===== src/hw/mem_stage_pkg.sv =====
package mem_stage_pkg;

   // Datapath and register file widths
   localparam int XLEN      = 32;
   localparam int RF_ADDR_W = 5;

   // Data memory is word addressed through addr[9:2]
   localparam int DMEM_WORDS  = 256;
   localparam int DMEM_ADDR_W = $clog2(DMEM_WORDS);

   typedef enum logic [2:0] {
      LD_OPS_NONE = 3'd0,
      LD_OPS_LB   = 3'd1,
      LD_OPS_LBU  = 3'd2,
      LD_OPS_LH   = 3'd3,
      LD_OPS_LHU  = 3'd4,
      LD_OPS_LW   = 3'd5
   } ld_ops_e;

   typedef enum logic [1:0] {
      ST_OPS_NONE = 2'd0,
      ST_OPS_SB   = 2'd1,
      ST_OPS_SH   = 2'd2,
      ST_OPS_SW   = 2'd3
   } st_ops_e;

   // Source of the destination register value
   typedef enum logic [1:0] {
      RD_WRB_ALU     = 2'd0,
      RD_WRB_PC_NEXT = 2'd1,
      RD_WRB_LOAD    = 2'd2
   } rd_wrb_sel_e;

   // Instruction handed over from execute
   typedef struct packed {
      logic [XLEN-1:0]      alu_result;
      logic [XLEN-1:0]      rs2_data;
      logic [XLEN-1:0]      pc_next;
      logic [RF_ADDR_W-1:0] rd_addr;
      logic                 rd_wr_req;
      rd_wrb_sel_e          rd_wrb_sel;
      ld_ops_e              ld_ops;
      st_ops_e              st_ops;
   } exe2lsu_s;

   typedef struct packed {
      logic [XLEN-1:0] addr;
      logic [XLEN-1:0] w_data;
      st_ops_e         st_ops;
      logic            ld_req;
      logic            st_req;
   } lsu2dbus_s;

   typedef struct packed {
      logic [XLEN-1:0] r_data;
      logic            ack;
   } dbus2lsu_s;

   typedef struct packed {
      logic [XLEN-1:0]      alu_result;
      logic [XLEN-1:0]      pc_next;
      logic [XLEN-1:0]      r_data;
      logic [RF_ADDR_W-1:0] rd_addr;
      logic                 rd_wr_req;
      rd_wrb_sel_e          rd_wrb_sel;
      logic                 valid;
   } lsu2wrb_s;

   // Register file write port
   typedef struct packed {
      logic                 en;
      logic [RF_ADDR_W-1:0] addr;
      logic [XLEN-1:0]      data;
   } rf_wr_s;

   // Misaligned access report
   typedef struct packed {
      logic            valid;
      logic            is_store;
      logic [XLEN-1:0] pc_next;
      logic [XLEN-1:0] addr;
   } trap_s;

endpackage : mem_stage_pkg


===== src/hw/wrb_select.sv =====
`timescale 1ns/10ps

module wrb_select (
   input  logic                    clk,
   input  logic                    reset_i,

   input  mem_stage_pkg::lsu2wrb_s lsu2wrb_i,
   output mem_stage_pkg::rf_wr_s   rf_wr_o
);

   logic [mem_stage_pkg::XLEN-1:0]      wr_data;
   logic                                wr_en;
   logic                                wr_en_q;
   logic [mem_stage_pkg::RF_ADDR_W-1:0] wr_addr_q;
   logic [mem_stage_pkg::XLEN-1:0]      wr_data_q;

   always_comb begin
      case (lsu2wrb_i.rd_wrb_sel)
         mem_stage_pkg::RD_WRB_PC_NEXT : wr_data = lsu2wrb_i.pc_next;
         mem_stage_pkg::RD_WRB_LOAD    : wr_data = lsu2wrb_i.r_data;
         default                       : wr_data = lsu2wrb_i.alu_result;
      endcase
   end

   // x0 is hardwired to zero
   assign wr_en = lsu2wrb_i.valid & lsu2wrb_i.rd_wr_req & (lsu2wrb_i.rd_addr != '0);

   always_ff @(posedge clk) begin
      if (reset_i) begin
         wr_en_q <= 1'b0;
      end else begin
         wr_en_q <= wr_en;
      end
   end

   always_ff @(posedge clk) begin
      if (wr_en) begin
         wr_addr_q <= lsu2wrb_i.rd_addr;
         wr_data_q <= wr_data;
      end
   end

   always_comb begin
      rf_wr_o.en   = wr_en_q;
      rf_wr_o.addr = wr_addr_q;
      rf_wr_o.data = wr_data_q;
   end

endmodule : wrb_select


===== config.mk =====
export PLATFORM = sky130hd
export DESIGN_NAME = wrb_select
export DESIGN_NICKNAME = d
export VERILOG_FILES = /design/src/hw/mem_stage_pkg.sv /design/src/hw/wrb_select.sv
export SDC_FILE = /design/constraint.sdc
export NUM_CORES = 1
export LEC_CHECK = 0
export BUFFER_PORTS_ARGS = -buffer_cell sky130_fd_sc_hd__buf_2
export CAP_MARGIN = 40
export CORE_MARGIN = 2
export CORE_UTILIZATION = 35
export CTS_CLUSTER_DIAMETER = 30
export DETAILED_ROUTE_END_ITERATION = 10
export MAX_ROUTING_LAYER = met4
export PLACE_DENSITY = 0.76
export SLEW_MARGIN = 10
export SYNTH_ARGS = -nofsm -noshare
export SYNTH_HDL_FRONTEND = slang
export SYNTH_SLANG_ARGS = --single-unit

===== constraint.sdc =====
create_clock -name clk -period 2.7 [get_ports clk]
set_input_delay 0.54 -clock clk [delete_from_list [all_inputs] [get_ports clk]]
set_output_delay 0.54 -clock clk [all_outputs]
set_load 0.05 [all_outputs]

==> results, run 1 <==
- The setup violation total in the final timing report is 0.
- The sum of routed wire length over all layers is 4800 um.
- Summing all placed instances gives a cell area of 2590 um2.
- The count of cells resized by post-cts repair is 0.
- The clock network accounts for 25.4% of the total power.
- The number of core rows is 26.
- The sum of negative setup slack is 0 ps.
- Setup repair after global routing left no endpoint under its margin.
- The largest fanout on the critical path is 20.
- The via count of the first global-routing pass was 1647.
- The library cells used most frequently in the layout, excluding fill and tap cells, are sky130_fd_sc_hd__buf_2, sky130_fd_sc_hd__edfxtp_1, sky130_fd_sc_hd__nand2_1, sky130_fd_sc_hd__a22oi_1, sky130_fd_sc_hd__o21ai_1.
- The arrival time of data at the critical path endpoint is 1840 ps.
- The average instance in the mapped netlist occupies 11.5 um2.
- The tree built by TritonCTS fans out to 38 sinks.
- The total of warnings raised by yosys is 0.
- The flip-flop and latch count after synthesis is 38.
- Counting along the longest clock path gives a buffer depth of 2.
- The combinational share of power is 27.6%.
- The post-synthesis instance area is 1810 um2.
- The number of pins exceeding their max-slew limit in the final report is 0.
- The number of antenna violations at the first check in global routing is 0.
- The worst-case setup margin in the final layout is 895 ps.
- Entering global routing, the biggest net connects 65 pins.
- Clock tree synthesis selected as its root buffer the cell sky130_fd_sc_hd__clkbuf_8.
- The pre-CTS setup slack is 596 ps.
- Subtracting the final worst setup slack from the clock period gives 1810 ps.
- The post-synthesis instance total is 157.
- The critical path contains buffers and inverters numbering 2 combined.
- The number of different library cells used by synthesis comes to 14.
- The detailed router placed 1760 vias in this run.
- The worst setup path is launched from an input port.
- The worst setup path is captured at a flop.
- The analysis attributes to net switching a power of 0.479 mW.
- The leakage power total is 1.18 nW.
- The run finished with clean final reports.
- The effective utilization at floorplan is 35.9%.
- Measured on the finished design, the core utilization comes to 53.3%.
- In this run, post-CTS hold repair placed 0 buffers.
- The global-route wire length before repair is 7120 um.
- The number of maximum-capacitance violations is 0.
- The share of the cycle needed by the critical path after routing is 66.9%.
- The required time of the critical path is 2740 ps.
- The sum of net half-perimeters after detailed placement is 3670 um.
- Input and output buffers added on the ports amount to 144.
- The delay of the slowest critical-path stage is 610 ps.
- The most common library cell in the layout ignoring fill and taps is sky130_fd_sc_hd__buf_2.
- Global routing finished with a remaining overflow of 0.
- Relative to the synthesized area, the layout overhead comes to 48.4%.
- For this block, the initial DRC count from the detailed router was 51.
- The pre-antenna-repair detailed-routing pass consisted of 4 iterations.
- The tightest min-delay check is of the input port to flop type.
- Net switching is 31.4% of the power.
- Of the synthesized area, sequential elements account for 62.5%.
- Internal power comes to 1.05 mW.
- The share of post-route cells with drive strength above 1 is 52.0%.
- The die covers 5760 um2.
- After clock tree synthesis, the setup repair step added 0 buffers.
- The number of nets still failing antenna checks after routing is 0.
- After detailed routing, the number of vias per cell comes to 4.78.
- The classification of the worst setup path is input port to flop.
- The die is 75.9 um tall.
- Walking the worst path, the cells encountered are buf_2, nor4_1, a21oi_4, buf_16.
- Across every metal layer, demand over resource in global routing totals 17.2%.
- The net count of the finished layout is 406.
- After floorplanning, the core was sized to cover 5040 um2.
- The final standard cell area without fillers is 2690 um2.
- The slew of the pin with the lowest slew margin is 681 ps.
- Static timing analysis puts the maximum clock frequency at 0.554 GHz.
- The worst vdd rail ir drop is 0.266 mV.
- The final-report hold violation count is 0.
- The number of inserted diodes is 0.
- Clock-pin slew was measured on the worst setup and hold paths at 60 ps.
- After detailed routing, the average wire length per cell comes to 13.0 um.
- The number of CTS-inserted buffers is 5.
- Across all hold checks on the routed design, the worst slack comes to 420 ps.
- Sequential cells burn 47.0% of the power.
- The slowest cell on the critical path is sky130_fd_sc_hd__nor4_1.
- The number of primary I/O pins is 145.
- The headroom to the max-slew limit is 54.2%.
- Broken down by cell family, the worst path's largest delay share belongs to simple AND/OR/NAND/NOR gates.
- The H-tree depth is 2.
- Dividing total power by cell area gives a power density of 569 nW/um2.
- The TritonCTS clock tree is yes.
- For this run, design rule violations remaining after detail routing come to 0.
- The floorplan die width is 75.9 um.
- Routability-driven placement finished with a final weighted congestion of 0.782.
- Counting every net in the synthesized netlist gives 266.
==> path summary, 6_finish.rpt <==
kind    startpoint            to  depth (start not counted)
max   lsu2wrb_i[4]  wr_addr_q[3]                          4
min        reset_i       wr_en_q                          2
==> per-layer routing <==
layer	share of wire, %	routed length (um)	GRT usage [%]	up-vias
met3	7.4	354	4.63	7
met5	0	0	-	-
met4	1.8	85	7.02	0
met1	36	1750	17.8	804
met2	54	2610	30.7	75
li1	-	-	-	874
==> synthesized netlist by cell type <==
cell / n / area [um2]
sky130_fd_sc_hd__nor4_1: 1 / 6.26
sky130_fd_sc_hd__o21ai_0: 2 / 10.0
sky130_fd_sc_hd__edfxtp_1: 37 / 1110
sky130_fd_sc_hd__a21oi_1: 1 / 5.00
sky130_fd_sc_hd__nand2_1: 33 / 124
sky130_fd_sc_hd__inv_1: 3 / 11.3
sky130_fd_sc_hd__a211oi_1: 1 / 7.51
sky130_fd_sc_hd__buf_2: 7 / 35.0
sky130_fd_sc_hd__dfxtp_1: 1 / 20.0
sky130_fd_sc_hd__a22oi_1: 32 / 240
sky130_fd_sc_hd__buf_6: 3 / 33.8
sky130_fd_sc_hd__o21ai_1: 30 / 150
sky130_fd_sc_hd__buf_4: 4 / 30.0
sky130_fd_sc_hd__ha_1: 2 / 25.0
==> area by class of cell <==
cell class | instances | area (um2)
clock buffer | 8 | 90.1
timing repair buffer | 147 | 783
sequential | 38 | 1130
fill | 471 | 2360
tap | 70 | 87.6
multi-input combinational | 102 | 582
inverter | 3 | 11.3
==> registers in the layout (all words and copies together), names as in the netlist <==
| register | flops |
|---|---|
| wr_data_q | 32 |
| wr_addr_q | 5 |
| wr_en_q | 1 |
==> power by group through the flow <==
stage	clock network (mW)	registers (mW)	logic (mW)
floorplan	0	0.898	0.116
global placement	0	0.731	0.407
detailed placement	0	0.732	0.424
CTS	0.406	0.719	0.425
global route	0.423	0.724	0.456
finish	0.388	0.718	0.422
==> stage by stage <==
stage | power, mW | instances
floorplan | 1.01 | 157
global placement | 1.14 | 358
detailed placement | 1.16 | 360
CTS | 1.55 | 368
global route | 1.60 | 368
finish | 1.53 | 368
==> logic make-up after synthesis <==
kind of cell	count (synthesis)	share of synthesized area [%]
AND/OR/NAND/NOR	34	7.19
adder cells (fa/ha/maj)	2	1.38
flip-flops	38	62.5
buffers and inverters	17	6.09
AO/OA/AOI/OAI	66	22.8
No activity file was read; power rests on OpenSTA's default activity.
==> run 2, diff against run 1 <==
Settings changed: ABC_AREA set to 1, CORE_UTILIZATION 35 to 37, PLACE_DENSITY 0.76 to 0.75.
Clock period 2.7 ns to 1.7 ns, I/O delays scaled along.
==> results, run 2 <==
- The via count of the first global-routing pass is 1592 (-3.3%).
- The number of maximum-capacitance violations came to 0 (unchanged).
- The detailed-route wire length per cell is 12.0 um (-8.2%).
- The headroom to the max-slew limit came to 78.1% (+24 points).
- The count of input and output buffers is 144 (unchanged).
- The final-report hold violation count is 0 (unchanged).
- The final cell utilization of the core is 55.8% (+2.5 points).
- The largest fanout on the critical path was 20 (unchanged).
- The number of antenna violations at the first check in global routing was 0 (unchanged).
- The post-synthesis instance area is 1910 um2 (+5.5%).
- Relative to the synthesized area, the layout overhead comes to 47.3%.
- The share of the cycle needed by the critical path after routing is 73.5%.
- The total of warnings raised by yosys is 0 (unchanged).
- Setup repair after global routing left no endpoint under its margin.
- The number of nets in the final layout came to 446 (+9.9%).
- The worst vdd rail ir drop was 0.373 mV (+40%).
- STA classifies the critical path endpoint as a flop.
- Subtracting the final worst setup slack from the clock period gives 1250 ps.
- The clock transition at the registers of the reported paths is 70 ps (about the same).
- The number of primary I/O pins is 145 (unchanged).
- The flip-flop count of the largest register after layout came to 32 (unchanged).
- The final weighted congestion in routability-driven placement is 0.761 (-2.6%).
- The signal on the critical path passes through buf_2, inv_1, ha_1, buf_4, a21oi_1, a21oi_2.
- The cell sitting at the root of the clock tree is a sky130_fd_sc_hd__clkbuf_8.
- The largest registers in the layout are wr_data_q x32, wr_addr_q x5, wr_en_q x1.
- The global-route total usage across every layer is 16.4% (-0.78 points).
- The total congestion overflow after global routing is 0 (unchanged).
- The number of pins exceeding their max-slew limit in the final report is 0 (unchanged).
- The tightest min-delay check is of the input port to flop type.
- The global-route wire length before repair is 6870 um (-3.5%).
- The count of flip-flops with a built-in enable after synthesis is 37 (unchanged).
- The setup violation total in the final timing report is 0 (unchanged).
- The number of buffers inserted to repair setup after CTS is 0 (unchanged).
- The classification of the worst setup path is input port to flop.
- The flow ran to the end, and the final reports show no timing, DRC or antenna violations.
- By instance count, the leading cell after synthesis is sky130_fd_sc_hd__a21oi_1.
- The number of search-and-repair iterations in the first detailed-routing pass was 4 (unchanged).
- The most common library cell in the layout ignoring fill and taps is sky130_fd_sc_hd__buf_2.
- The detail-routed via count per cell is 4.58 (-4.2%).
- The via count of the routed design came to 1869 (+6.2%).
- The count of different cell masters after synthesis is 13 (-1).
- The count of buffering cells on the critical path with inverters included is 3 (+1).
- wr_data_q holds more flip-flops than any other register.
- The number of cells on the critical path is 6 (+2).
- The floorplan die width was 75.8 um (-0.11%).
- The number of buffers inserted for hold repair after clock tree synthesis is 0 (unchanged).
- The total power consumption of the routed design is 2.82 mW (+84%).
- The initial detailed-routing violation count was 44 (-14%).
- The die extent in y is 75.8 um (-0.11%).
- The most critical setup path has its endpoint at wr_data_q[22].
- The flip-flop and latch count after synthesis came to 38 (unchanged).
- The met1 layer wirelength in the final routing is 1990 um (+14%).
- The H-tree depth was 2 (unchanged).
- The library cells used most frequently in the layout, excluding fill and tap cells, are sky130_fd_sc_hd__buf_2, sky130_fd_sc_hd__a21oi_1, sky130_fd_sc_hd__edfxtp_1, sky130_fd_sc_hd__nor2_1, sky130_fd_sc_hd__nand2_1.
- The arrival time of data at the critical path endpoint was 1280 ps (-560 ps).
- The sum of negative setup slack came to 0 ps (unchanged).
- The start point of the critical path is lsu2wrb_i[1].
- The post-synthesis instance total is 194 (+24%).
- The number of nets still failing antenna checks after routing came to 0 (unchanged).
- The area of the die is 5750 um2 (-0.22%).
- The fraction of registers with async set/reset is 0% (unchanged).
- STA classifies the critical path startpoint as an input port.
- The number of sinks driven by the clock tree came to 38 (unchanged).
- The buffer depth of the longest clock path was 2 (unchanged).
- The sum of routed wire length over all layers was 4880 um (+1.8%).
- For this run, the leading register cell type out of synthesis is sky130_fd_sc_hd__edfxtp_1.
- The area of the core is 5040 um2 (unchanged).
- The library cell with the largest summed area after synthesis is sky130_fd_sc_hd__edfxtp_1.
- The sequential element share of the synthesized area is 59.3% (-3.2 points).
- The delay of the slowest critical-path stage is 340 ps (-270 ps).
- The sum of met2 wire segment lengths after detailed routing is 2440 um (-6.7%).
- The number of CTS-inserted buffers is 5 (unchanged).
- The fraction of synthesized cell area taken by the top area cell type is 58.2% (-3.2 points).
- The synthesized net count is 303 (+14%).
- The routed length on met3 is 377 um (+6.5%).
- The number of remaining DRC errors is 0 (unchanged).
- The share of post-route cells with drive strength above 1 came to 50.0% (-2.0 points).
- The number of core rows is 26 (unchanged).
- The largest net degree at the start of global routing is 38 (-42%).
- The mean post-synth cell area is 9.84 um2 (-15%).
- The family with the most delay on the worst path is buffers and inverters.
- The required time of the critical path was 1730 ps (-1010 ps).
- The highest metal layer with signal wires is met4.
- The number of inserted diodes is 0 (unchanged).
- The highest achievable clock rate is 0.801 GHz.
- The sum of net half-perimeters after detailed placement is 3590 um (-2.1%).
- The effective utilization at floorplan is 37.8% (+2.0 points).
- The slew of the pin with the lowest slew margin is 329 ps (-352 ps).
- The commonest cells after synthesis are sky130_fd_sc_hd__a21oi_1, sky130_fd_sc_hd__edfxtp_1, sky130_fd_sc_hd__nor2_1, sky130_fd_sc_hd__nand2_1, sky130_fd_sc_hd__a21oi_2.
- For this design, the slowest cell found on the critical path is sky130_fd_sc_hd__ha_1.
- TritonCTS built the clock tree.
- The power density normalized to cell area was 1000 nW/um2 (+76%).
- The leakage power total is 1.29 nW (+9.6%).
- The count of cells resized by post-cts repair came to 0 (unchanged).
- Yosys attributes the largest share of cell area to sky130_fd_sc_hd__edfxtp_1, sky130_fd_sc_hd__a21oi_1, sky130_fd_sc_hd__nor2_1.
run 2: cell count changes in the layout (fill, tap and decap cells not counted), sizes merged, moves of 2 or more:
cell,change
nor2,+35
inv,+3
a21oi,+63
bufinv,+2
buf,+3
a22oi,-32
clkbuf,-2
o21ai,-32
run 2: how the worst min path moves through the flow:
stage / start / to / depth (start not counted)
6_report: reset_i / wr_en_q / 2
5_1_grt: reset_i / wr_en_q / 2
4_1_cts: reset_i / wr_en_q / 2
3_5_place_dp: reset_i / wr_en_q / 2
3_3_place_gp: reset_i / wr_en_q / 2
2_1_floorplan: reset_i / wr_en_q / 1
run 2: cell families (layout without fill, tap and decap cells):
group           Yosys count  count (layout)  synth area share, %
compound gates           64              64                 18.8
fa+ha+maj                 2               2                 1.31
buf+inv                  20             164                 6.82
flops                    38              38                 59.3
simple gates             70              70                 13.8
run 2: cell type report:
class | instances | area [um2]
Timing Repair Buffer | 150 | 778
Clock buffer | 6 | 82.6
Fill cell | 473 | 2230
Multi-Input combinational cell | 136 | 647
Clock inverter | 2 | 60.1
Sequential cell | 38 | 1130
Tap cell | 70 | 87.6
Inverter | 6 | 25.0
run 2: per-stage QoR:
step	cell area, um2	std cells	worst slack, ps	hold WS [ps]
finish	2810	408	451	200
global route	2810	408	391	213
CTS	2810	408	445	188
detailed placement	2670	400	161	498
global placement	2670	400	199	498
floorplan	1910	194	84.1	412
run 2: metal layers:
layer / GRT usage (%) / vias up
met3: 4.63 / 10
met5: - / -
met2: 26.5 / 93
met1: 19.1 / 815
li1: - / 951
met4: 7.02 / 0
run 2: power breakdown:
group	internal (mW)	total [mW]	switching, mW
logic	0.229	0.737	0.507
registers	1.13	1.15	0.0166
clock network	0.626	0.931	0.305
total	1.99	2.82	0.829
==> run 3, diff against run 2 <==
Settings changed: CORE_UTILIZATION 37 to 36, PLACE_DENSITY 0.75 to 0.76.
Clock period 1.7 ns to 1.1 ns, I/O delays scaled along.
==> results, run 3 (same netlist as run 2, synthesis figures left out) <==
- The clock transition at the registers of the reported paths was 70 ps (about the same).
- The worst-case setup margin in the final layout came to -4.79 ps (-456 ps).
- The number of buffers inserted for hold repair after clock tree synthesis is 0 (unchanged).
- The number of core rows is 26 (unchanged).
- The global-route wire length before repair came to 8610 um (+25%).
- Derived from the worst setup path, the maximum achievable clock frequency is 0.905 GHz.
- The global-route total usage across every layer is 19.0% (+2.6 points).
- The area of the core is 5110 um2 (+1.3%).
- The most common library cell in the layout ignoring fill and taps is sky130_fd_sc_hd__buf_2.
- The count of filler cells inserted in the layout was 448 (-5.3%).
- For the finished layout, the period the worst path requires is 1100 ps.
- The worst slack on hold paths is 88.7 ps (-111 ps).
- The H-tree depth is 2 (unchanged).
- The delay of the slowest critical-path stage is 420 ps (+80 ps).
- The detailed-route wire length per cell is 13.4 um (+12%).
- The setup violation total in the final timing report is 2 (+2).
- The worst setup path is captured at an output port.
- The number of search-and-repair iterations in the first detailed-routing pass came to 4 (unchanged).
- The arrival time of data at the critical path endpoint is 880 ps (-400 ps).
- The share of the cycle needed by the critical path after routing is 100%.
- The largest registers in the layout are wr_data_q x32, wr_addr_q x5, wr_en_q x1.
- The sum of routed wire length over all layers is 5460 um (+12%).
- The final reports fail on negative setup slack.
- The number of primary I/O pins is 145 (unchanged).
- The met3 track demand over resource in global routing is 4.94% (+0.31 points).
- The area growth from synthesis to layout is 63.8%.
- The sum of net half-perimeters after detailed placement is 3870 um (+7.9%).
- The via count of the routed design is 1943 (+4.0%).
- The cell area after placement is 2850 um2 (+6.7%).
- The number of pins exceeding their max-slew limit in the final report came to 0 (unchanged).
- The highest-utilization routing layer at the global route stage is met2.
- The detail-routed via count per cell is 4.79 (+4.5%).
- The count of input and output buffers was 144 (unchanged).
- The sort of element at the start of the critical path is a flop.
- The number of inserted diodes is 0 (unchanged).
- The met2 demand-to-capacity share in global routing is 34.8% (+8.3 points).
- The buffer depth of the longest clock path is 2 (unchanged).
- The count of buffering cells on the critical path with inverters included is 1 (-2).
- The number of maximum-capacitance violations was 0 (unchanged).
- The effective utilization at floorplan came to 37.4% (-0.48 points).
- The classification of the worst setup path is flop to output port.
- The die extent in y is 76.8 um (+1.3%).
- The final weighted congestion in routability-driven placement is 0.817 (+7.3%).
- The final-report hold violation count is 0 (unchanged).
- The share of post-route cells with drive strength above 1 was 57.4% (+7.4 points).
- The slowest cell on the critical path is sky130_fd_sc_hd__edfxtp_1.
- The critical path goes through buf_6.
- The headroom to the max-slew limit came to 70.4% (-7.7 points).
- The tightest min-delay check is of the input port to flop type.
- The leakage power total is 1.34 nW (+3.6%).
- The slew of the pin with the lowest slew margin is 445 ps (+115 ps).
- The number of antenna violations at the first check in global routing was 0 (unchanged).
- The worst vdd rail ir drop is 0.605 mV (+62%).
- The power density normalized to cell area is 1330 nW/um2 (+33%).
- TritonCTS built the clock tree.
- The initial detailed-routing violation count was 67 (+52%).
- The required time of the critical path is 880 ps (-850 ps).
- The pre-CTS setup slack came to -247 ps (-408 ps).
- The combined flip-flop and latch cell area is 1130 um2 (unchanged).
- The final standard cell area without fillers is 3130 um2 (+11%).
- The number of CTS-inserted buffers is 5 (unchanged).
- The flip-flop count of the largest register after layout was 32 (unchanged).
- The floorplan die width is 76.8 um (+1.3%).
- The number of sinks driven by the clock tree is 38 (unchanged).
- Setup repair after global routing could not meet its margin everywhere.
- The number of nets still failing antenna checks after routing is 0 (unchanged).
- The largest net degree at the start of global routing is 38 (unchanged).
- In this design, the largest share of critical-path delay is due to flip-flops.
- In the layout the commonest cells are sky130_fd_sc_hd__buf_2, sky130_fd_sc_hd__a21oi_1, sky130_fd_sc_hd__edfxtp_1, sky130_fd_sc_hd__nand2_1, sky130_fd_sc_hd__buf_6.
- The total congestion overflow after global routing is 0 (unchanged).
- The clock root buffer master is sky130_fd_sc_hd__clkbuf_8.
- The met1 track utilization from global routing came to 19.4% (+0.36 points).
- The number of remaining DRC errors is 0 (unchanged).
- The area of the die is 5900 um2 (+2.6%).
- The register bank with the most flops is wr_data_q.
- The multi-input logic area came to 790 um2 (+22%).
- The via count of the first global-routing pass is 1936 (+22%).
- The run finished, with violations left.
- The largest fanout on the critical path came to 1 (-95%).
- The number of nets in the final layout is 444 (-0.45%).
==> run 3: cell types whose count changed in the layout (fill, tap and decap cells not counted), sizes merged <==
cell	before	now
buf	150	147
inv	6	5
clkbuf	6	8
bufinv	2	0
clkinv	0	1
clkinvlp	0	1
==> run 3: timing repair <==
item	CTS	global route
setup endpoints to repair	19	31
gates resized for setup	24	54
buffers inserted	0	0
hold endpoints to repair	0	0
==> run 3: metal layers <==
layer | vias up | part of all wire [%]
li1 | 948 | -
met1 | 880 | 36
met2 | 105 | 53
met3 | 10 | 9.2
met4 | 0 | 1.9
met5 | - | 0
==> run 3: area by class of cell <==
type                            instances  share of cell area [%]
Inverter                                6                    1.32
Sequential cell                        38                    36.2
Tap cell                               70                    2.80
Clock buffer                            7                    2.76
Timing Repair Buffer                  148                    31.5
Multi-Input combinational cell        136                    25.3
Clock inverter                          1                   0.160
==> run 3: final timing paths <==
check | end | depth (start not counted) | startpoint
setup / recovery | rf_wr_o[15] | 1 | wr_data_q[15]
hold / removal | wr_en_q | 2 | reset_i
==> run 3: where the power goes <==
group,internal (mW),switching (mW),total [mW]
Clock,0.505,0.469,0.974
Combinational,0.528,0.856,1.38
Sequential,1.75,0.0470,1.80
==> run 3: through the flow <==
stage | cells | utilization (%) | total power [mW] | setup TNS (ps)
final | 406 | 61.2 | 4.16 | -8.27
after global routing | 406 | 61.2 | 4.36 | -167
after detailed placement | 398 | 55.8 | 3.08 | -9670
after global placement | 398 | 55.8 | 3.06 | -8060
after floorplan | 194 | - | 2.71 | -11220
after CTS | 406 | 58.8 | 4.12 | -40.8
