<file path="src/hw/mem_stage_pkg.sv">
package mem_stage_pkg;

   // Datapath and register file widths
   localparam int XLEN      = 32;
   localparam int RF_ADDR_W = 5;

   // Data memory is word addressed through addr[9:2]
   localparam int DMEM_WORDS  = 256;
   localparam int DMEM_ADDR_W = $clog2(DMEM_WORDS);

   typedef enum logic [2:0] {
      LD_OPS_NONE = 3'd0,
      LD_OPS_LB   = 3'd1,
      LD_OPS_LBU  = 3'd2,
      LD_OPS_LH   = 3'd3,
      LD_OPS_LHU  = 3'd4,
      LD_OPS_LW   = 3'd5
   } ld_ops_e;

   typedef enum logic [1:0] {
      ST_OPS_NONE = 2'd0,
      ST_OPS_SB   = 2'd1,
      ST_OPS_SH   = 2'd2,
      ST_OPS_SW   = 2'd3
   } st_ops_e;

   // Source of the destination register value
   typedef enum logic [1:0] {
      RD_WRB_ALU     = 2'd0,
      RD_WRB_PC_NEXT = 2'd1,
      RD_WRB_LOAD    = 2'd2
   } rd_wrb_sel_e;

   // Instruction handed over from execute
   typedef struct packed {
      logic [XLEN-1:0]      alu_result;
      logic [XLEN-1:0]      rs2_data;
      logic [XLEN-1:0]      pc_next;
      logic [RF_ADDR_W-1:0] rd_addr;
      logic                 rd_wr_req;
      rd_wrb_sel_e          rd_wrb_sel;
      ld_ops_e              ld_ops;
      st_ops_e              st_ops;
   } exe2lsu_s;

   typedef struct packed {
      logic [XLEN-1:0] addr;
      logic [XLEN-1:0] w_data;
      st_ops_e         st_ops;
      logic            ld_req;
      logic            st_req;
   } lsu2dbus_s;

   typedef struct packed {
      logic [XLEN-1:0] r_data;
      logic            ack;
   } dbus2lsu_s;

   typedef struct packed {
      logic [XLEN-1:0]      alu_result;
      logic [XLEN-1:0]      pc_next;
      logic [XLEN-1:0]      r_data;
      logic [RF_ADDR_W-1:0] rd_addr;
      logic                 rd_wr_req;
      rd_wrb_sel_e          rd_wrb_sel;
      logic                 valid;
   } lsu2wrb_s;

   // Register file write port
   typedef struct packed {
      logic                 en;
      logic [RF_ADDR_W-1:0] addr;
      logic [XLEN-1:0]      data;
   } rf_wr_s;

   // Misaligned access report
   typedef struct packed {
      logic            valid;
      logic            is_store;
      logic [XLEN-1:0] pc_next;
      logic [XLEN-1:0] addr;
   } trap_s;

endpackage : mem_stage_pkg

</file>
<file path="src/hw/lsu.sv">
`timescale 1ns/10ps

module lsu (
   input  logic                     clk,
   input  logic                     reset_i,

   // Execute handshake
   input  logic                     exe_valid_i,
   input  mem_stage_pkg::exe2lsu_s  exe_data_i,
   output logic                     exe_ready_o,

   // Data bus
   input  mem_stage_pkg::dbus2lsu_s dbus2lsu_i,
   output mem_stage_pkg::lsu2dbus_s lsu2dbus_o,

   output mem_stage_pkg::lsu2wrb_s  lsu2wrb_o,
   output mem_stage_pkg::trap_s     trap_o
);

   typedef enum logic [1:0] {
      IDLE,
      HOLD,
      WAIT_ACK
   } lsu_state_e;

   lsu_state_e                     state_q;
   lsu_state_e                     state_d;
   mem_stage_pkg::exe2lsu_s        instr_q;

   logic                           is_load;
   logic                           is_store;
   logic                           misaligned;
   logic                           mem_go;
   logic                           bus_active;
   logic                           trap_valid;
   logic                           finish;
   logic                           accept;
   logic [7:0]                     rdata_byte;
   logic [15:0]                    rdata_hword;
   logic [mem_stage_pkg::XLEN-1:0] load_data;

   assign is_load  = (instr_q.ld_ops != mem_stage_pkg::LD_OPS_NONE);
   assign is_store = (instr_q.st_ops != mem_stage_pkg::ST_OPS_NONE);

   // Halfwords need bit 0 clear, words need bits 1:0 clear
   always_comb begin
      misaligned = 1'b0;
      case (instr_q.ld_ops)
         mem_stage_pkg::LD_OPS_LH,
         mem_stage_pkg::LD_OPS_LHU : misaligned = instr_q.alu_result[0];
         mem_stage_pkg::LD_OPS_LW  : misaligned = |instr_q.alu_result[1:0];
         default                   : begin
         end
      endcase
      case (instr_q.st_ops)
         mem_stage_pkg::ST_OPS_SH : misaligned = instr_q.alu_result[0];
         mem_stage_pkg::ST_OPS_SW : misaligned = |instr_q.alu_result[1:0];
         default                  : begin
         end
      endcase
   end

   assign mem_go     = (is_load | is_store) & ~misaligned;
   assign bus_active = (state_q == HOLD) | (state_q == WAIT_ACK);
   assign trap_valid = (state_q == HOLD) & misaligned;

   // Item leaves this cycle, so a new one may be taken
   assign finish      = ((state_q == HOLD) & ~mem_go) | ((state_q == WAIT_ACK) & dbus2lsu_i.ack);
   assign exe_ready_o = (state_q == IDLE) | finish;
   assign accept      = exe_valid_i & exe_ready_o;

   always_comb begin
      state_d = state_q;
      if (accept) begin
         state_d = HOLD;
      end else if ((state_q == HOLD) && mem_go) begin
         state_d = WAIT_ACK;
      end else if (finish) begin
         state_d = IDLE;
      end
   end

   always_ff @(posedge clk) begin
      if (reset_i) begin
         state_q <= IDLE;
      end else begin
         state_q <= state_d;
      end
   end

   always_ff @(posedge clk) begin
      if (accept) begin
         instr_q <= exe_data_i;
      end
   end

   // Lane pick from the read word, then sign or zero extension
   always_comb begin
      case (instr_q.alu_result[1:0])
         2'b00   : rdata_byte = dbus2lsu_i.r_data[7:0];
         2'b01   : rdata_byte = dbus2lsu_i.r_data[15:8];
         2'b10   : rdata_byte = dbus2lsu_i.r_data[23:16];
         default : rdata_byte = dbus2lsu_i.r_data[31:24];
      endcase
      rdata_hword = instr_q.alu_result[1] ? dbus2lsu_i.r_data[31:16] : dbus2lsu_i.r_data[15:0];
      case (instr_q.ld_ops)
         mem_stage_pkg::LD_OPS_LB  : load_data = {{24{rdata_byte[7]}}, rdata_byte};
         mem_stage_pkg::LD_OPS_LBU : load_data = {24'b0, rdata_byte};
         mem_stage_pkg::LD_OPS_LH  : load_data = {{16{rdata_hword[15]}}, rdata_hword};
         mem_stage_pkg::LD_OPS_LHU : load_data = {16'b0, rdata_hword};
         mem_stage_pkg::LD_OPS_LW  : load_data = dbus2lsu_i.r_data;
         default                   : load_data = '0;
      endcase
   end

   // Request stays up from HOLD until the ack arrives
   always_comb begin
      lsu2dbus_o.addr   = instr_q.alu_result;
      lsu2dbus_o.w_data = instr_q.rs2_data;
      lsu2dbus_o.st_ops = instr_q.st_ops;
      lsu2dbus_o.ld_req = bus_active & is_load & ~misaligned;
      lsu2dbus_o.st_req = bus_active & is_store & ~misaligned;
   end

   always_comb begin
      lsu2wrb_o.alu_result = instr_q.alu_result;
      lsu2wrb_o.pc_next    = instr_q.pc_next;
      lsu2wrb_o.r_data     = load_data;
      lsu2wrb_o.rd_addr    = instr_q.rd_addr;
      // Stores never write a register
      lsu2wrb_o.rd_wr_req  = instr_q.rd_wr_req & ~is_store;
      lsu2wrb_o.rd_wrb_sel = instr_q.rd_wrb_sel;
      lsu2wrb_o.valid      = finish & ~trap_valid;
   end

   always_comb begin
      trap_o.valid    = trap_valid;
      trap_o.is_store = is_store;
      trap_o.pc_next  = instr_q.pc_next;
      trap_o.addr     = instr_q.alu_result;
   end

endmodule : lsu

</file>
<file path="config.mk">
export PLATFORM = sky130hd
export DESIGN_NAME = lsu
export DESIGN_NICKNAME = d
export VERILOG_FILES = /design/src/hw/mem_stage_pkg.sv /design/src/hw/lsu.sv
export SDC_FILE = /design/constraint.sdc
export NUM_CORES = 1
export LEC_CHECK = 0
export BUFFER_PORTS_ARGS = -buffer_cell sky130_fd_sc_hd__buf_2
export CORE_AREA = 2 2 151 153
export DETAILED_ROUTE_END_ITERATION = 8
export DIE_AREA = 0 0 153 155
export SLEW_MARGIN = 10
export SYNTH_ARGS = -nofsm -noshare
export SYNTH_HDL_FRONTEND = slang
export SYNTH_SLANG_ARGS = --single-unit
</file>
<file path="constraint.sdc">
create_clock -name clk -period 4.2 [get_ports clk]
set_input_delay 0.21 -clock clk [delete_from_list [all_inputs] [get_ports clk]]
set_output_delay 0.21 -clock clk [all_outputs]
set_load 0.01 [all_outputs]
</file>
==> key figures, run 1 <==
Clock tree
  • H-tree depth: 3
  • Clk sinks: 111
  • Skew-Pair Late Insertion Delay: between 300 and 400 ps
  • CTS Buffer Depth: 2
  • Reg clk slew, reported paths: around 90 ps
  • Clock root buffer: clkbuf_16
  • CTS tree: done
  • Cts bufs inserted: 9

Timing
  • Final period util: 68.6%
  • Fin crit period: 2880 ps
  • F_max: around 350 MHz
  • RSZ-0062 raised after global routing: false
  • Transition time of the tightest slew-check pin: around 850 ps
  • Setup TNS: 0 ps
  • Pins Over Slew Limit: 0
  • Setup ws final: about 1300 ps
  • Setup Skew: 10.9 ps
  • Worst slew margin: around 43%
  • Final setup fails: 0
  • Final hold violations: 0

Global route
  • Tot GR Track Use: around 12%
  • Largest net degree at the start of global routing: between 60 and 70
  • Initial antenna violation count: 0
  • Total gr overflow: 0
  • First-pass GRT wire length: 22100 um
  • Vias in the first global route: 3756

Placement
  • Dpl cell area: approximately 6500 um2
  • GPL Wtd Cong: 0.788
  • Dpl hpwl: between 10000 and 15000 um
  • DP Cell Count: between 900 and 1000
  • Port Buffers: between 300 and 400
  • Pre-CTS setup slack: 1390 ps

Setup path
  • Crit. End Element: primary output
  • CP max FO: 21
  • Crit Path Category: reg2out
  • Worst setup startpoint: lsu2dbus_o[37]
  • Worst R2R Start: lsu2dbus_o[37]
  • Worst Setup Start Kind: flip-flop
  • WP data required: 3990 ps
  • WP data arrival: about 2700 ps

Min path
  • Hold path start: exe_data_i[5]
  • Worst Hold Class: in2reg

Status
  • Status: completed

Logic synthesis
  • Synth area leaders: edfxtp_1 56%, buf_4 26%, a21o_1 2.3%
  • Mapped Cells: approximately 460
  • Prevailing post-synth register cell: edfxtp_1
  • Post-synth top area share: between 50 and 60%
  • Syn Std Cell Area: approximately 5800 um2
  • Synth area leader: edfxtp_1
  • Sequential share of the synthesized area: roughly 57%
  • Syn Nets: roughly 600
  • Ys async rst share: 0%
  • Yosys reg bits: 111
  • Post-synthesis cell type count: 45
  • Synth Warn #: 0
  • Number of flops mapped to enable cells by yosys: ~110
  • Cell with the most instances after synthesis: buf_4
  • Commonest cells post-synth: 204 x buf_4, 109 x edfxtp_1, 18 x a21o_1, 18 x nand2_1, 13 x inv_1
  • Syn Area/Cell: between 10 and 15 um2

Power and ir drop
  • Seq pwr share: around half
  • Pwr Density: roughly 410 nW/um2
  • Peak VDD IR: roughly 0.19 mV
  • Design Power: roughly 0.0029 W
  • P_int: between 0.002 and 0.0025 W
  • Switching pwr: 0.000879 W
  • Comb pwr share: 21.4%
  • Net Sw Frac: between 20% and 30%
  • Leak Pwr: around 3.4 nW
  • Clock share of power: between 30% and 40%

Layout
  • Diode count: 0
  • Share of layout cells above drive strength 1: between 60 and 70%
  • Nets: just over 800
  • Fin cells: 953
  • Post-route cell area: ~7000 um2
  • # fillers: about 2300
  • Area Growth Syn to Fin: 22.0%

Floorplanning
  • Die footprint: 23700 um2
  • Number of primary I/O pins: 385
  • Row Count: 55
  • Initial Util: a little over a quarter
  • Die height: approximately 160 um
  • Core area: 22200 um2
  • Die X-Extent: ~150 um

Drt
  • Antenna-violating nets left: 0
  • DRC violation total after the first TritonRoute iteration: about 170
  • Wire per inst: 16.2 um
  • Detailed Routing Iterations Pass 1: 4
  • Via count: ~3800
  • Vias per cell: just under 4
  • WL final: roughly 15000 um
  • DRC Markers: 0

Flow run
  • # Max-Cap Violations: 0
==> critical path: stages, from the launching register on <==
cell	delay, ps
edfxtp_1	850
or2b_1	300
nor3b_1	590
o21ai_0	210
o211ai_1	180
buf_2	180
==> state kept, by name, indices dropped and copies added, names as in the netlist <==
| register | count |
|---|---|
| lsu2dbus_o | 66 |
| state_q | 2 |
| lsu2wrb_o | 39 |
| instr_q | 4 |
==> area by class of cell <==
cell class              instances  area (um2)  area share, %
clock buffers                   9         225           3.18
clock inverters                 7        92.6           1.31
inverters                      13        48.8          0.689
multi-input cells             120         876           12.4
flip-flops and latches        111        3310           46.8
well taps                     285         357           5.04
repair buffers                408        2170           30.6
==> kinds of logic (layout without fill, tap and decap cells) <==
| group | after synthesis | count (layout) | share of synthesized area [%] |
|---|---|---|---|
| buf+inv | 224 | 437 | 28.0 |
| fa+ha+maj | 3 | 3 | 0.647 |
| simple gates | 50 | 50 | 4.68 |
| mux | 9 | 9 | 1.92 |
| flops | 111 | 111 | 57.1 |
| xor+xnor | 1 | 1 | 0.151 |
| compound gates | 57 | 57 | 7.54 |
==> per-layer routing <==
metal | global-route usage (%) | vias to the layer above | part of all wire [%]
met2 | 22.3 | 219 | 52
li1 | - | 1785 | -
met3 | 4.51 | 9 | 9.2
met4 | 3.31 | 0 | 0.99
met1 | 14.1 | 1746 | 38
met5 | 0 | - | 0
==> repair_timing <==
action                    4_1_cts  5_1_grt
buffers inserted                0        0
hold buffers                   20        2
gates resized for setup         0        0
hold endpoints to repair       20        2
==> final timing paths <==
path	end	cells after the start	slack, ps
max	lsu2wrb_o[13]	5	1320
min	lsu2wrb_o[1]	1	20
max reg2reg	lsu2wrb_o[55]	5	1440
min reg2reg	state_q[1]	3	650
==> cell usage in the layout, fill, tap and decap left out, types with 4 or more instances in the layout <==
cell type      count
buf_2            384
o21ai_0            8
a21o_1            18
edfxtp_1         109
nor3b_1            4
mux2_2             7
clkbuf_16          9
dlygate4sd3_1     22
a22oi_1            7
nand2b_1           5
nor2_1             4
o211ai_1           7
nor2b_1            5
inv_1             13
nand2_1           18
==> power by group through the flow <==
| stage | combinational [W] | clock, W | sequential, W |
|---|---|---|---|
| after floorplan | 0.000521 | 0 | 0.00142 |
| after global placement | 0.000621 | 0 | 0.00143 |
| after detailed placement | 0.000624 | 0 | 0.00144 |
| after CTS | 0.000640 | 0.000940 | 0.00141 |
| after global routing | 0.000684 | 0.000966 | 0.00143 |
| final | 0.000629 | 0.000893 | 0.00141 |
==> metrics by stage <==
step	hold slack [ps]	util, %
2_1_floorplan	309	-
4_1_cts	0.837	31.8
6_report	20.4	31.9
5_1_grt	0.458	31.9
3_5_place_dp	388	29.4
3_3_place_gp	386	29.4
Power figures use the tool's default switching activity.
==> run 2: changes to the inputs <==
clock period = 2.4 ns   (was 4.2 ns; I/O delays follow)
==> run 2 against run 1 <==
Global-route usage rose by 1.2 points; via count rose by 10%; utilization rose by 4.5 points; final area rose by 14%; die area did not move; wire length rose by 7.6%; critical path depth rose by 1; clock-buffer cell count did not move; largest power group unchanged.
==> key figures, run 2 (same netlist as run 1, synthesis figures left out) <==
Global route
  • Largest net degree at the start of global routing: 53 (was 63)
  • Vias in the first global route: 4399 (was 3756)
  • Initial antenna violation count: 1 (was 0)
  • Total gr overflow: 0 (unchanged)
  • First-pass GRT wire length: 24700 um (was 22100 um)
  • Tot GR Track Use: 13.6% (was 12.4%)

Clock tree
  • Skew-Pair Late Insertion Delay: 360 ps (about the same)
  • Clock root buffer: clkbuf_16 (unchanged)
  • Gates resized, CTS repair: 0 (unchanged)
  • Clk sinks: 111 (unchanged)
  • H-tree depth: 3 (unchanged)
  • Reg clk slew, reported paths: 80 ps (was 90 ps)
  • CTS tree: done (unchanged)
  • Cts bufs inserted: 9 (unchanged)
  • CTS Buffer Depth: 2 (unchanged)

Flow run
  • # Max-Cap Violations: 0 (unchanged)

Placement
  • GPL Wtd Cong: 0.817 (was 0.788)
  • Port Buffers: 384 (unchanged)
  • Dpl hpwl: 12400 um (about the same)
  • DP Cell Count: 924 (was 915)

Setup path
  • WP data arrival: 2170 ps (was 2670 ps)
  • Crit-path leading delay family: compound AO/OA/AOI/OAI gates (was simple AND/OR/NAND/NOR gates)
  • CP peak stage delay: 540 ps (was 850 ps)
  • CP Cell Sequence: a21o_1, a221oi_2, a311oi_2, buf_4, or3_1, buf_2 (was or2b_1, nor3b_1, o21ai_0, o211ai_1, buf_2)
  • Crit Path Category: reg2out (unchanged)
  • CP max FO: 9 (was 21)
  • Crit. End Element: primary output (unchanged)
  • Worst Setup Start Kind: flip-flop (unchanged)
  • WP data required: 2280 ps (was 3990 ps)
  • Slowest-stage cell, CP: edfxtp_1 (unchanged)
  • WP buf/inv: 2 (was 1)

Timing
  • Final hold violations: 0 (unchanged)
  • Final period util: between 90% and 100%
  • F_max: around 440 MHz
  • Worst slew margin: 65.2% (was 43.1%)
  • Final setup fails: 0 (unchanged)
  • Setup Skew: 14.4 ps (was 10.9 ps)
  • Setup TNS: 0 ps (unchanged)
  • RSZ-0062 raised after global routing: false (unchanged)
  • Pins Over Slew Limit: 0 (unchanged)
  • Transition time of the tightest slew-check pin: 522 ps (was 848 ps)
  • Fin crit period: 2290 ps
  • Min Hold Slack: 87.2 ps (was 20.4 ps)

Layout
  • Most common cell after layout, fill and taps aside: buf_2 (unchanged)
  • Core Util, Final: 36.4% (was 31.9%)
  • Diode count: 0 (unchanged)
  • Area taken by multi-input logic gates: 876 um2 (unchanged)
  • Nets: 911 (was 811)
  • Share of layout cells above drive strength 1: 56.0% (was 62.6%)
  • Area Growth Syn to Fin: 39.2% (was 22.0%)
  • Max reg flops: 66 (unchanged)
  • # fillers: 2203 (was 2279)
  • Most frequent cells in the layout: 384 x buf_2, 110 x dlygate4sd3_1, 109 x edfxtp_1 (was 384 x buf_2, 109 x edfxtp_1, 22 x dlygate4sd3_1)
  • Fin cells: 1053 (was 953)
  • Register area: 3310 um2 (unchanged)

Drt
  • DRC Markers: 0 (unchanged)
  • Top layer in use: met5 (was met4)
  • DRC violation total after the first TritonRoute iteration: 170 (was 171)
  • WL final: 16600 um (was 15400 um)
  • Via count: 4135 (was 3759)
  • Antenna-violating nets left: 0 (unchanged)
  • Vias per cell: 3.93 (was 3.94)
  • Wire per inst: 15.7 um (was 16.2 um)
  • Metal2 WL: 8540 um (was 7990 um)
  • Met3 wire length: 1440 um (was 1420 um)
  • Metal1 wirelength: 6360 um (was 5850 um)
  • Detailed Routing Iterations Pass 1: 5 (was 4)

Floorplanning
  • Die footprint: 23700 um2 (unchanged)
  • Core area: 22200 um2 (unchanged)
  • Initial Util: 26.1% (unchanged)
  • Die height: 155 um (unchanged)
  • Die X-Extent: 153 um (unchanged)
  • Number of primary I/O pins: 385 (unchanged)
  • Row Count: 55 (unchanged)

Power and ir drop
  • Pwr Density: 654 nW/um2 (was 414 nW/um2)
  • Leak Pwr: 3.79 nW (was 3.35 nW)
  • Peak VDD IR: 0.324 mV (was 0.193 mV)

Status
  • Status: completed (unchanged)

Min path
  • Worst Hold Class: in2reg (unchanged)
[run 2: power breakdown]
group          internal [W]  switching [W]  total (W)
sequential          0.00236       0.000107    0.00247
combinational      0.000602       0.000667    0.00127
clock              0.000761       0.000792    0.00155
total               0.00372        0.00157    0.00529
[run 2: timing repair]
| item | 4_1_cts | 5_1_grt |
|---|---|---|
| setup buffers | 0 | 3 |
| hold buffers | 110 | 0 |
| setup endpoints to repair | 0 | 20 |
| endpoints found under the hold margin | 110 | 0 |
[run 2: worst paths after layout]
| path | start | end | slack [ps] | cells after the start |
|---|---|---|---|---|
| worst min register to register | state_q[1] | state_q[1] | 640 | 3 |
| worst max register to register | lsu2dbus_o[36] | lsu2wrb_o[6] | 400 | 5 |
| worst max-delay path | lsu2dbus_o[36] | exe_ready_o | 110 | 6 |
| worst min-delay path | exe_valid_i | state_q[1] | 90 | 3 |
[run 2: through the flow]
step           total power (W)  setup slack [ps]  instance area (um2)
4_1_cts                0.00536              10.8                 8050
6_report               0.00529               111                 8080
3_3_place_gp           0.00363               309                 6620
5_1_grt                0.00555              13.3                 8080
2_1_floorplan          0.00339              16.7                 5810
3_5_place_dp           0.00364               295                 6620
[run 2: metal layers]
layer / track usage (%) / vias to the layer above
li1: - / 1987
met1: 15.2 / 1903
met2: 24.5 / 224
met3: 4.65 / 19
met4: 3.92 / 2
met5: 0 / -
[run 2: final cells by class]
cell class                      count  area share (%)
Clock buffer                        9            2.79
Clock inverter                      7            1.18
Inverter                           13           0.604
Multi-Input combinational cell    120            10.8
Sequential cell                   111            41.0
Tap cell                          285            4.41
Timing Repair Buffer              508            39.2
[run 2: worst register-to-register path: cells and delay by family, from the launching register on]
family	cells	cell delay, ps
AO/OA/AOI/OAI	4	940
buffers and inverters	1	190
flip-flops	1	540
==> run 3: changes to the inputs <==
PLACE_DENSITY_LB_ADDON = 0.3   (was unset)
SETUP_SLACK_MARGIN = 0.4   (was unset)
==> run 3 against run 2 <==
Cell count rose by 3.4%; largest power group unchanged; clock-buffer cell count did not move; sequential share of layout area fell by 3.5 points; first-iteration DRC count fell by 8.8%; worst setup slack improved by 90 ps; die area did not move; fmax rose by 4.1%; sequential power barely moved; wire length rose by 3.0%.
==> key figures, run 3 (same netlist as run 1, synthesis figures left out) <==
Status
  • Status: completed (unchanged)

Timing
  • Setup TNS: 0 ps (unchanged)
  • Setup Skew: 14.6 ps (was 14.4 ps)
  • Transition time of the tightest slew-check pin: 318 ps (was 522 ps)
  • F_max: 455 MHz (was 437 MHz)
  • Setup ws final: 202 ps (was 111 ps)
  • Worst slew margin: 78.6% (was 65.2%)
  • Fin crit period: 2200 ps (was 2290 ps)
  • Final period util: 91.6% (was 95.4%)
  • RSZ-0062 raised after global routing: true (was false)
  • Final hold violations: 0 (unchanged)
  • Final setup fails: 0 (unchanged)
  • Pins Over Slew Limit: 0 (unchanged)

Global route
  • Vias in the first global route: 4405 (was 4399)
  • Tot GR Track Use: 13.1% (was 13.6%)
  • Initial antenna violation count: 0 (was 1)
  • First-pass GRT wire length: 23900 um (was 24700 um)
  • Total gr overflow: 0 (unchanged)
  • Largest net degree at the start of global routing: 28 (was 53)

Power and ir drop
  • Clock share of power: 27.4% (was 29.4%)
  • Comb pwr share: 28.8% (was 24.0%)
  • Design Power: 0.00560 W (was 0.00529 W)
  • Switching pwr: 0.00164 W (was 0.00157 W)
  • Peak VDD IR: 0.441 mV (was 0.324 mV)
  • Seq pwr share: 43.8% (was 46.6%)
  • Net Sw Frac: 29.3% (was 29.6%)
  • Pwr Density: 634 nW/um2 (was 654 nW/um2)
  • P_int: 0.00396 W (was 0.00372 W)
  • Leak Pwr: 4.13 nW (was 3.79 nW)

Layout
  • Most frequent cells in the layout: 382 x buf_2, 109 x dlygate4sd3_1, 109 x edfxtp_1 (was 384 x buf_2, 110 x dlygate4sd3_1, 109 x edfxtp_1)
  • Core Util, Final: 39.8% (was 36.4%)
  • Area taken by multi-input logic gates: 1030 um2 (was 876 um2)
  • Nets: 947 (was 911)
  • Most common cell after layout, fill and taps aside: buf_2 (unchanged)
  • Register area: 3310 um2 (about the same)
  • Area Growth Syn to Fin: 52.2% (was 39.2%)
  • Diode count: 0 (unchanged)
  • # fillers: 2102 (was 2203)
  • Share of layout cells above drive strength 1: 61.4% (was 56.0%)
  • Max reg flops: 66 (unchanged)

Flow run
  • # Max-Cap Violations: 0 (unchanged)

Setup path
  • Worst Setup Start Kind: flip-flop (unchanged)
  • Crit. End Element: flip-flop (was primary output)
  • Crit Path Category: reg2reg (was reg2out)
  • Crit-path leading delay family: compound AO/OA/AOI/OAI gates (unchanged)
  • WP data arrival: 2310 ps (was 2170 ps)
  • Slowest-stage cell, CP: edfxtp_1 (unchanged)
  • CP Cell Sequence: and3b_2, a221oi_4, a311oi_2, buf_4, o31a_4, buf_12, clkbuf_16 (was a21o_1, a221oi_2, a311oi_2, buf_4, or3_1, buf_2)
  • WP buf/inv: 3 (was 2)
  • CP max FO: 7 (was 9)
  • CP peak stage delay: 450 ps (was 540 ps)
  • WP data required: 2510 ps (was 2280 ps)

Clock tree
  • CTS Buffer Depth: 2 (unchanged)
  • Skew-Pair Late Insertion Delay: 360 ps (about the same)
  • Reg clk slew, reported paths: 80 ps (about the same)
  • Cts bufs inserted: 9 (unchanged)
  • CTS tree: done (unchanged)
  • Clock root buffer: clkbuf_16 (unchanged)
  • H-tree depth: 3 (unchanged)
  • Clk sinks: 111 (unchanged)

Floorplanning
  • Initial Util: 26.1% (unchanged)
  • Die footprint: 23700 um2 (unchanged)
  • Die X-Extent: 153 um (unchanged)
  • Number of primary I/O pins: 385 (unchanged)
  • Row Count: 55 (unchanged)
  • Core area: 22200 um2 (unchanged)
  • Die height: 155 um (unchanged)

Placement
  • GPL Wtd Cong: 0.814 (was 0.817)
  • Dpl hpwl: 11200 um (was 12400 um)
  • Port Buffers: 384 (unchanged)
  • Pre-CTS setup slack: 122 ps (was 295 ps)

Drt
  • Via count: 4359 (was 4135)
  • Antenna-violating nets left: 0 (unchanged)
  • WL final: 17100 um (was 16600 um)
  • Wire per inst: 15.7 um (about the same)
  • Detailed Routing Iterations Pass 1: 4 (was 5)
  • DRC Markers: 0 (unchanged)
  • DRC violation total after the first TritonRoute iteration: 155 (was 170)
  • Vias per cell: 4.00 (was 3.93)

Min path
  • Worst Hold Class: in2reg (unchanged)
==> run 3: cell types whose count changed in the layout (fill, tap and decap cells not counted), moves of 6 or more <==
| cell | before | now |
|---|---|---|
| buf_16 | 0 | 6 |
| a22oi_1 | 7 | 0 |
| a22oi_2 | 0 | 7 |
| buf_4 | 11 | 24 |
| buf_6 | 0 | 6 |
| clkbuf_16 | 9 | 17 |
==> run 3: tightest hold or removal path: cells and delay by family <==
family / cells / cell delay, ps
and+or+nand+nor: 1 / 40
AOI/OAI and AO/OA: 1 / 100
buffers and inverters: 1 / 90
==> run 3: area by class of cell <==
cell class / count / share of cell area [%]
clock buffer: 9 / 2.55
multi-input combinational: 120 / 11.7
inverter: 13 / 0.552
timing repair buffer: 544 / 42.8
tap: 285 / 4.03
clock inverter: 7 / 0.934
sequential: 111 / 37.5
==> run 3: metrics by stage <==
stage / hold slack (ps) / cells / cell area [um2]
2_1_floorplan: 219 / 455 / 5810
3_3_place_gp: 296 / 924 / 6610
3_5_place_dp: 298 / 924 / 6610
4_1_cts: 10.9 / 1073 / 8420
5_1_grt: 29.7 / 1089 / 8840
6_report: 31.7 / 1089 / 8840
==> run 3: power groups by stage <==
stage / Sequential, W / Combinational, W / Clock (W)
after floorplan: 0.00247 / 0.000915 / 0
after global placement: 0.00250 / 0.00110 / 0
after detailed placement: 0.00250 / 0.00111 / 0
after CTS: 0.00246 / 0.00144 / 0.00160
after global routing: 0.00248 / 0.00173 / 0.00166
final: 0.00245 / 0.00162 / 0.00153
==> run 3: what timing repair did <==
item / 4_1_cts / 5_1_grt
gates resized for setup: 25 / 24
pin swaps: 13 / 17
endpoints found under the hold margin: 109 / 0
endpoints found under the setup margin: 146 / 146
setup buffers: 19 / 6
gates cloned: 5 / 10
hold buffers: 109 / 0
==> run 3: final timing paths <==
check / start / to / slack (ps) / cells after the start
setup / recovery: instr_q[3] / lsu2dbus_o[38] / 200 / 7
hold reg to reg: state_q[1] / state_q[1] / 640 / 3
hold / removal: reset_i / state_q[1] / 30 / 3
setup reg to reg: instr_q[3] / lsu2dbus_o[38] / 200 / 7
==> run 3: metal layers <==
metal  up-vias  track usage [%]  share of wire [%]
met2       206             24.2                 53
met1      2074             14.3                 38
met5         -                0                  0
li1       2061                -                  -
met3        18             3.90                7.1
met4         0             4.63                1.8
